$ cat src/logic/sysmon_pkg.sv
package sysmon_pkg;

   localparam int chan_w         = 5;             // Converter channel number
   localparam int num_chan       = 32;            // Channels held in the result store
   localparam int num_alarm_chan = 8;             // Channels 0..7 carry limits
   localparam int alarm_idx_w    = 3;             // Limit register index
   localparam int code_w         = 12;            // ADC code in the top bits
   localparam int data_w         = 16;            // Decoded value and bus data

   // Conversion word, read as unsigned or two's-complement code
   typedef union packed {
      struct packed {
         logic [code_w-1:0]        code;          // Temperature and supplies
         logic [data_w-code_w-1:0] flags;         // Low flag bits
      } uni;
      struct packed {
         logic signed [code_w-1:0] code;          // Auxiliary inputs
         logic [data_w-code_w-1:0] flags;         // Same low bits
      } bip;
   } conv_word_u;

   typedef struct packed {
      logic              valid;                   // Data-ready pulse
      logic [chan_w-1:0] channel;                 // Sequencer channel
      conv_word_u        word;                    // Raw conversion word
   } conv_t;

   typedef struct packed {
      logic                     valid;            // Sample present
      logic [chan_w-1:0]        channel;          // Source channel
      logic signed [data_w-1:0] value;            // Extended code
   } sample_t;

   typedef struct packed {
      logic                   en;                 // Write strobe
      logic                   sel_lower;          // 1 picks the lower bank
      logic [alarm_idx_w-1:0] idx;                // Channel 0..7
      logic [data_w-1:0]      data;               // New limit
   } limit_wr_t;

   // APB byte address map
   localparam logic [7:0] addr_upper_base = 8'h80; // 0x80..0x9C
   localparam logic [7:0] addr_lower_base = 8'hA0; // 0xA0..0xBC
   localparam logic [7:0] addr_alarm      = 8'hC0; // Alarm status word

   // Widest window, nothing trips after reset
   localparam logic signed [data_w-1:0] limit_upper_rst = 16'sh7FFF;
   localparam logic signed [data_w-1:0] limit_lower_rst = 16'sh8000;

endpackage

$ cat src/logic/alarm_execute.sv
`timescale 1ns/1ps

module alarm_execute (
   input  logic                                  reset,          // Clock
   input  logic                                  lb_clk,         // Async reset, high
   input  sysmon_pkg::sample_t                   sample,         // From decode
   input  sysmon_pkg::limit_wr_t                 limit_wr,       // From APB port
   input  logic [sysmon_pkg::alarm_idx_w-1:0]    limit_rd_idx,   // Read-back index
   input  logic                                  limit_rd_lower, // Read-back bank
   output logic [sysmon_pkg::data_w-1:0]         limit_rd_data,
   output sysmon_pkg::sample_t                   store_wr,       // To result store
   output logic [sysmon_pkg::num_alarm_chan-1:0] alarm           // One bit per channel
);

   logic signed [sysmon_pkg::data_w-1:0] upper [sysmon_pkg::num_alarm_chan];
   logic signed [sysmon_pkg::data_w-1:0] lower [sysmon_pkg::num_alarm_chan];
   logic                                 has_limit;   // Channel 0..7
   logic [sysmon_pkg::alarm_idx_w-1:0]   idx;
   logic                                 out_of_range;
   logic                                 wr_valid_q;
   logic [sysmon_pkg::chan_w-1:0]        wr_channel_q;
   logic signed [sysmon_pkg::data_w-1:0] wr_value_q;

   assign has_limit = sample.channel < sysmon_pkg::chan_w'(sysmon_pkg::num_alarm_chan);
   assign idx       = sample.channel[sysmon_pkg::alarm_idx_w-1:0];

   // Signed compare against the channel's window
   assign out_of_range = (sample.value > upper[idx]) || (sample.value < lower[idx]);

   always_ff @(posedge reset or posedge lb_clk) begin
      if (lb_clk) begin
         for (int i = 0; i < sysmon_pkg::num_alarm_chan; i++) begin
            upper[i] <= sysmon_pkg::limit_upper_rst;
            lower[i] <= sysmon_pkg::limit_lower_rst;
         end
      end else if (limit_wr.en) begin
         if (limit_wr.sel_lower) begin
            lower[limit_wr.idx] <= limit_wr.data;
         end else begin
            upper[limit_wr.idx] <= limit_wr.data;
         end
      end
   end

   always_ff @(posedge reset or posedge lb_clk) begin
      if (lb_clk) begin
         alarm      <= '0;
         wr_valid_q <= 1'b0;
      end else begin
         if (sample.valid && has_limit) begin
            alarm[idx] <= out_of_range;           // Latest sample decides
         end
         wr_valid_q <= sample.valid;
      end
   end

   // Sample payload toward the store
   always_ff @(posedge reset) begin
      if (sample.valid) begin
         wr_channel_q <= sample.channel;
         wr_value_q   <= sample.value;
      end
   end

   assign store_wr = '{valid: wr_valid_q, channel: wr_channel_q, value: wr_value_q};

   assign limit_rd_data = limit_rd_lower ? lower[limit_rd_idx] : upper[limit_rd_idx];

endmodule

$ cat src/logic/monitor_apb_port.sv
`timescale 1ns/1ps

module monitor_apb_port (
   input  logic                                  reset,          // Clock
   input  logic                                  lb_clk,         // Async reset, high
   input  logic [7:0]                            paddr,
   input  logic                                  psel,
   input  logic                                  penable,
   input  logic                                  pwrite,
   input  logic [sysmon_pkg::data_w-1:0]         pwdata,
   output logic [sysmon_pkg::data_w-1:0]         prdata,
   output logic                                  pready,
   output logic                                  pslverr,
   output sysmon_pkg::limit_wr_t                 limit_wr,
   output logic [sysmon_pkg::alarm_idx_w-1:0]    limit_rd_idx,
   output logic                                  limit_rd_lower,
   input  logic [sysmon_pkg::data_w-1:0]         limit_rd_data,
   output logic [sysmon_pkg::chan_w-1:0]         store_rd_addr,
   input  logic [sysmon_pkg::data_w-1:0]         store_rd_data,
   input  logic [sysmon_pkg::num_alarm_chan-1:0] alarm
);

   logic                          in_sample;   // 0x00..0x7C
   logic                          in_upper;    // 0x80..0x9C
   logic                          in_lower;    // 0xA0..0xBC
   logic                          in_alarm;    // 0xC0
   logic                          err;
   logic                          access;      // Access phase of a transfer
   logic [sysmon_pkg::data_w-1:0] rd_mux;

   // Region decode, word aligned
   assign in_sample = ~paddr[7];
   assign in_upper  = paddr[7:5] == sysmon_pkg::addr_upper_base[7:5];
   assign in_lower  = paddr[7:5] == sysmon_pkg::addr_lower_base[7:5];
   assign in_alarm  = paddr[7:2] == sysmon_pkg::addr_alarm[7:2];

   // Read-only regions reject writes, holes reject everything
   assign err = (pwrite && (in_sample || in_alarm)) ||
                !(in_sample || in_upper || in_lower || in_alarm);

   assign access = psel && penable;

   assign store_rd_addr  = paddr[6:2];             // Store read starts in setup
   assign limit_rd_idx   = paddr[4:2];
   assign limit_rd_lower = in_lower;

   always_comb begin
      rd_mux = '0;
      if (in_sample) begin
         rd_mux = store_rd_data;                   // Valid from first access cycle
      end else if (in_upper || in_lower) begin
         rd_mux = limit_rd_data;
      end else if (in_alarm) begin
         rd_mux = {{(sysmon_pkg::data_w - sysmon_pkg::num_alarm_chan){1'b0}}, alarm};
      end
   end

   // pready doubles as the wait-state count, high on second access cycle
   always_ff @(posedge reset or posedge lb_clk) begin
      if (lb_clk) begin
         pready  <= 1'b0;
         pslverr <= 1'b0;
      end else begin
         pready  <= access && !pready;
         pslverr <= access && !pready && err;
      end
   end

   always_ff @(posedge reset) begin
      if (access && !pready) begin
         prdata <= (pwrite || err) ? '0 : rd_mux;
      end
   end

   // Limit write lands on the completing edge
   assign limit_wr = '{en:        access && pready && pwrite && !err,
                       sel_lower: in_lower,
                       idx:       paddr[4:2],
                       data:      pwdata};

endmodule

$ cat src/logic/result_store.sv
`timescale 1ns/1ps

module result_store (
   input  logic                          reset,   // Clock, both ports
   input  logic                          lb_clk,  // Async reset, high
   input  sysmon_pkg::sample_t           wr,      // Write port
   input  logic [sysmon_pkg::chan_w-1:0] rd_addr, // Read port address
   output logic [sysmon_pkg::data_w-1:0] rd_data  // One cycle after rd_addr
);

   logic [sysmon_pkg::data_w-1:0] mem [sysmon_pkg::num_chan];

   // Write side, latest value per channel
   always_ff @(posedge reset or posedge lb_clk) begin
      if (lb_clk) begin
         for (int i = 0; i < sysmon_pkg::num_chan; i++) begin
            mem[i] <= '0;                          // Reads 0 until first sample
         end
      end else if (wr.valid) begin
         mem[wr.channel] <= wr.value;
      end
   end

   // Read side, registered output
   always_ff @(posedge reset or posedge lb_clk) begin
      if (lb_clk) begin
         rd_data <= '0;
      end else begin
         rd_data <= mem[rd_addr];                  // Old data on same-address write
      end
   end

endmodule

$ cat src/logic/sample_decode.sv
`timescale 1ns/1ps

module sample_decode #(
   parameter logic [sysmon_pkg::num_chan-1:0] bipolar_mask = 32'hFFFF_0000
) (
   input  logic                reset,             // Clock
   input  logic                lb_clk,            // Active-high async reset
   input  sysmon_pkg::conv_t   conv,              // Converter result
   output sysmon_pkg::sample_t sample             // Registered decoded sample
);

   logic                                 is_bipolar;   // Channel's mask bit
   logic signed [sysmon_pkg::data_w-1:0] value_ext;    // Extended code
   logic                                 valid_q;
   logic [sysmon_pkg::chan_w-1:0]        channel_q;
   logic signed [sysmon_pkg::data_w-1:0] value_q;

   assign is_bipolar = bipolar_mask[conv.channel];

   // Sign-extend the bipolar view and zero-extend the unipolar one
   always_comb begin
      if (is_bipolar) begin
         value_ext = {{(sysmon_pkg::data_w - sysmon_pkg::code_w)
                         {conv.word.bip.code[sysmon_pkg::code_w-1]}},
                      conv.word.bip.code};
      end else begin
         value_ext = {{(sysmon_pkg::data_w - sysmon_pkg::code_w){1'b0}},
                      conv.word.uni.code};
      end
   end

   always_ff @(posedge reset or posedge lb_clk) begin
      if (lb_clk) begin
         valid_q <= 1'b0;                         // Nothing in flight
      end else begin
         valid_q <= conv.valid;                   // One stage per result
      end
   end

   always_ff @(posedge reset) begin
      if (conv.valid) begin
         channel_q <= conv.channel;
         value_q   <= value_ext;
      end
   end

   assign sample = '{valid: valid_q, channel: channel_q, value: value_q};

endmodule

$ cat src/logic/sysmon_top.sv
`timescale 1ns/1ps

module sysmon_top #(
   parameter logic [sysmon_pkg::num_chan-1:0] bipolar_mask = 32'hFFFF_0000 // Aux channels 16..31
) (
   input  logic                                  reset,   // Clock
   input  logic                                  lb_clk,  // Async reset, high
   input  sysmon_pkg::conv_t                     conv,    // Converter result stream
   input  logic [7:0]                            paddr,
   input  logic                                  psel,
   input  logic                                  penable,
   input  logic                                  pwrite,
   input  logic [sysmon_pkg::data_w-1:0]         pwdata,
   output logic [sysmon_pkg::data_w-1:0]         prdata,
   output logic                                  pready,
   output logic                                  pslverr,
   output logic [sysmon_pkg::num_alarm_chan-1:0] alarm
);

   sysmon_pkg::sample_t                sample;          // Decode to execute
   sysmon_pkg::sample_t                store_wr;        // Execute to result
   sysmon_pkg::limit_wr_t              limit_wr;
   logic [sysmon_pkg::alarm_idx_w-1:0] limit_rd_idx;
   logic                               limit_rd_lower;
   logic [sysmon_pkg::data_w-1:0]      limit_rd_data;
   logic [sysmon_pkg::chan_w-1:0]      store_rd_addr;
   logic [sysmon_pkg::data_w-1:0]      store_rd_data;

   sample_decode #(
      .bipolar_mask (bipolar_mask)
   ) i_decode (
      .reset  (reset),
      .lb_clk (lb_clk),
      .conv   (conv),
      .sample (sample)
   );

   alarm_execute i_execute (
      .reset          (reset),
      .lb_clk         (lb_clk),
      .sample         (sample),
      .limit_wr       (limit_wr),
      .limit_rd_idx   (limit_rd_idx),
      .limit_rd_lower (limit_rd_lower),
      .limit_rd_data  (limit_rd_data),
      .store_wr       (store_wr),
      .alarm          (alarm)
   );

   result_store i_result (
      .reset   (reset),
      .lb_clk  (lb_clk),
      .wr      (store_wr),
      .rd_addr (store_rd_addr),
      .rd_data (store_rd_data)
   );

   monitor_apb_port i_apb (
      .reset          (reset),
      .lb_clk         (lb_clk),
      .paddr          (paddr),
      .psel           (psel),
      .penable        (penable),
      .pwrite         (pwrite),
      .pwdata         (pwdata),
      .prdata         (prdata),
      .pready         (pready),
      .pslverr        (pslverr),
      .limit_wr       (limit_wr),
      .limit_rd_idx   (limit_rd_idx),
      .limit_rd_lower (limit_rd_lower),
      .limit_rd_data  (limit_rd_data),
      .store_rd_addr  (store_rd_addr),
      .store_rd_data  (store_rd_data),
      .alarm          (alarm)
   );

endmodule

$ cat config.mk
export PLATFORM = sky130hd
export DESIGN_NAME = sysmon_top
export DESIGN_NICKNAME = d
export VERILOG_FILES = /design/src/logic/sysmon_pkg.sv /design/src/logic/alarm_execute.sv /design/src/logic/monitor_apb_port.sv /design/src/logic/result_store.sv /design/src/logic/sample_decode.sv /design/src/logic/sysmon_top.sv
export SDC_FILE = /design/constraint.sdc
export NUM_CORES = 1
export LEC_CHECK = 0
export ABC_AREA = 1
export BUFFER_PORTS_ARGS = -buffer_cell sky130_fd_sc_hd__buf_4
export CAP_MARGIN = 20
export CELL_PAD_IN_SITES_DETAIL_PLACEMENT = 1
export CELL_PAD_IN_SITES_GLOBAL_PLACEMENT = 1
export CORE_UTILIZATION = 35
export CTS_BUF_LIST = sky130_fd_sc_hd__clkbuf_16
export CTS_CLUSTER_SIZE = 25
export DETAILED_ROUTE_END_ITERATION = 10
export HOLD_SLACK_MARGIN = 0.12
export PLACE_DENSITY = 0.67
export SYNTH_ARGS = -nofsm -noshare
export SYNTH_HDL_FRONTEND = slang
export SYNTH_SLANG_ARGS = --single-unit
$ cat constraint.sdc
create_clock -name reset -period 22 [get_ports reset]
set_clock_uncertainty 0.05 [all_clocks]
set_input_delay 2.2 -clock reset [delete_from_list [all_inputs] [get_ports reset]]
set_output_delay 2.2 -clock reset [all_outputs]
set_load 0.02 [all_outputs]
==> flow_metrics.tcl <==
set metrics [dict create \
    rows 113 \
    pin_count 77 \
    r2r_start "i_decode.channel_q[0]$_DFFE_PP_" \
    ys_top_cells_by_area "dfrtp_1 42%, o21ai_0 11%, nand2_1 10%" \
    peakVddDrop_mv 0.0604 \
    worst_pin_slew_ns 1.15 \
    finalHoldViolCount 0 \
    seq_area_um2 19200 \
    gp_congestion 0.839 \
    ys_warn_count 0 \
    whs_ns 0.396 \
    drc 0 \
    holdPathStages 0 \
    fin_setup_tns_ns 0 \
    clockBufferDepth 3 \
    final_core_util_pct 40.0 \
    syn_area_per_cell_um2 8.89 \
    drt_iter0_markers 2419 \
    reg2reg_depth 17 \
    relSlewSlack_pct 23.5 \
    cp_max_fo 50 \
    fin_nets 3835 \
    period_minus_slack_ns 5.32 \
    ant_nets 0 \
    hold_buffers 0 \
    slew_violations 0 \
    ys_types 43 \
    hold_end "i_execute.wr_channel_q[4]$_DFFE_PP_" \
    synth_common_cells "918 x nand2_1, 729 x o21ai_0, 569 x dfrtp_1" \
    numCtsBuffers 86 \
    clock-root-buffer "clkbuf_16" \
    crit_slowest_cell "clkinv_2" \
    fin_ws_ns 16.68 \
    multi_input_area_um2 12800 \
    routed-via-count 28700 \
    synth_xor_area_share_pct 0.0259 \
    hold_start "i_decode.channel_q[4]$_DFFE_PP_" \
    synth_top_area_share_pct 42.1 \
    grt_pass1_vias 29300 \
    pre_cts_ws_ns 16.10 \
    synthCells 3807 \
    wire_per_inst_um 25.1 \
    firstDrtPassIters 5 \
    syn_to_final_growth_pct 12.9 \
    via_per_inst 5.63 \
    yosysMostFrequentCell "nand2_1" \
    cp.arrival_ns 5.75 \
    worstPathRequired_ns 22.43 \
    crit_type "input port to flip-flop" \
    synth_top_family_by_area "compound AO/OA/AOI/OAI gates" \
    end_kind "flip-flop" \
    hp-class "flip-flop to flip-flop" \
    h-tree-depth 3 \
    grt_max_degree 168 \
    rsz0062_at_grt "false" \
    synth_edf_count 52 \
    grt_remaining_overflow 0 \
    post-dp-hpwl_mm 78.3 \
    cp_slowest_stage_delay_ns 0.58 \
    syn_nets 3889 \
    drive_gt1_share_pct 11.0 \
    die_h_um 313 \
    die-area_um2 97900 \
    ys_ff_latch 749 \
    synth_fa_ha_area_share_pct 1.15 \
    tritoncts "done" \
    synthMuxAreaShare_pct 0 \
    clk_pin_slew_ns 0.06 \
    start_util_pct 35.4 \
    synthArstFlopShare_pct 93.1 \
    status "finished, final reports clean" \
    startpoint_type "input port" \
    synth_ff_type "dfrtp_1" \
    r2r_slack_ns 17.20 \
    grt_pass1_wl_mm 193 \
    antenna_found_initial 2 \
    powerDensity_nw_per_um2 99.0 \
    leakagePower_nw 16.7 \
    coreArea_um2 95400 \
    synth_compound_area_share_pct 21.3 \
    max_freq_ghz 0.188 \
    drt-total-wl_mm 128 \
    crit_path_frequent_cell "buf_4" \
    port_buffers 70 \
    cts_sinks 749 \
    r2r-end "i_execute.alarm[1]$_DFFE_PP0P_" \
    synth_area_leader_cell "dfrtp_1" \
    post-route-period-util_pct 24.2 \
    grt.total_usage_pct 26.1 \
    fill_cells 11000 \
    postCtsSetupRepairBufs 0 \
    cts_resized 0 \
    critical_path.cell_chain "buf_4 > nor2_1 > nand2_2 > buf_4 > clkinv_2 > buf_4 > a221oi_1 > nand4_1 > o211ai_1 > nand3_1" \
    clock_latency_ns 0.65 \
    drv_cap 0 \
    syn_area_um2 33800 \
    setup_viol 0 \
    insertedDiodeCount 0 \
    seq_area_frac_synth_pct 56.6 \
    die_w_um 313 \
    total_power_mw 3.78 \
    synthSimpleGateAreaFrac_pct 15.0 \
]
-- per-stage QoR --
| stage | instance area, um^2 | cells |
|---|---|---|
| 2_1_floorplan | 33800 | 3807 |
| 3_3_place_gp | 35400 | 4924 |
| 3_5_place_dp | 35400 | 4925 |
| 4_1_cts | 38100 | 5086 |
| 5_1_grt | 38200 | 5091 |
| 6_report | 38200 | 5091 |
-- cells in the final DEF (no fill, tap or decap), drive strengths merged --
cell type | synthesis | routed
inv | 230 | 255
o21ai | 744 | 744
o221a | 1 | 1
nor4 | 3 | 3
a221oi | 82 | 82
a21oi | 223 | 223
o2bb2ai | 8 | 8
o211ai | 27 | 27
o21a | 2 | 2
nor2 | 211 | 211
nand4 | 62 | 62
dfstp | 128 | 128
edfxtp | 52 | 52
clkbuf | 217 | 89
a22oi | 58 | 58
a31oi | 3 | 3
buf | 61 | 136
o2111a | 15 | 15
xor2 | 1 | 1
a22o | 33 | 33
clkinv | 0 | 43
o41ai | 2 | 2
nand2 | 919 | 919
nand3 | 41 | 41
o311ai | 1 | 1
o2111ai | 11 | 11
o22ai | 35 | 35
dfrtp | 569 | 569
bufinv | 0 | 4
nor3 | 23 | 23
a211oi | 13 | 13
ha | 31 | 31
or2 | 1 | 1
-- power by group --
group	internal (mW)	leakage [nW]	total [mW]	switching (mW)
Sequential	1.67	9.29	1.83	0.160
Combinational	0.196	6.05	0.573	0.377
Clock	0.779	1.41	1.38	0.604
-- critical path, delay by kind of cell --
| family | cells | cell delay, ns |
|---|---|---|
| AO/OA/AOI/OAI | 2 | 0.98 |
| buffers and inverters | 4 | 1.69 |
| AND/OR/NAND/NOR | 4 | 0.72 |
-- how the worst max path moves through the flow --
stage	startpoint	end	slack, ns	cells past startpoint
after detailed placement	paddr[3]	i_result.rd_data[3]$_DFF_PP0_	16.10	10
after floorplan	lb_clk	i_apb.pready$_DFF_PP0_	0.42	1
after global placement	paddr[3]	i_result.rd_data[3]$_DFF_PP0_	16.13	10
final	paddr[3]	i_result.rd_data[3]$_DFF_PP0_	16.68	10
after CTS	paddr[3]	i_result.rd_data[3]$_DFF_PP0_	16.78	10
after global routing	paddr[4]	i_result.rd_data[5]$_DFF_PP0_	16.71	12
-- metal layers --
layer	GRT usage [%]	vias up	wire [um]
li1	-	12900	-
met1	37.4	14800	59300
met2	40.9	794	57700
met3	3.55	218	6790
met4	8.47	2	4010
met5	0	-	13
-- final cells by class --
type | instances | share of cell area (%)
Timing Repair Buffer | 136 | 2.95
Multi-Input combinational cell | 2550 | 33.4
Clock buffer | 89 | 5.83
Tap cell | 1265 | 4.14
Inverter | 230 | 2.30
Sequential cell | 749 | 50.2
Clock inverter | 72 | 1.20
-- logic make-up (layout without fill, tap and decap cells) --
| group | Yosys count | in the layout |
|---|---|---|
| fa+ha+maj | 31 | 31 |
| flops | 749 | 749 |
| simple gates | 1260 | 1260 |
| xor+xnor | 1 | 1 |
| buf+inv | 508 | 527 |
| compound gates | 1258 | 1258 |
-- state kept, by name, summed over array words and instances (netlist names) --
signal                  count
i_apb.pready                1
i_execute.upper           128
i_result.rd_data           13
i_result.mem              416
i_apb.prdata               16
i_execute.lower           128
i_decode.value_q           13
i_decode.valid_q            1
i_execute.wr_channel_q      5
i_execute.alarm             8
i_apb.pslverr               1
i_decode.channel_q          5
i_execute.wr_valid_q        1
i_execute.wr_value_q       13
(Power assumes the default switching activity.)
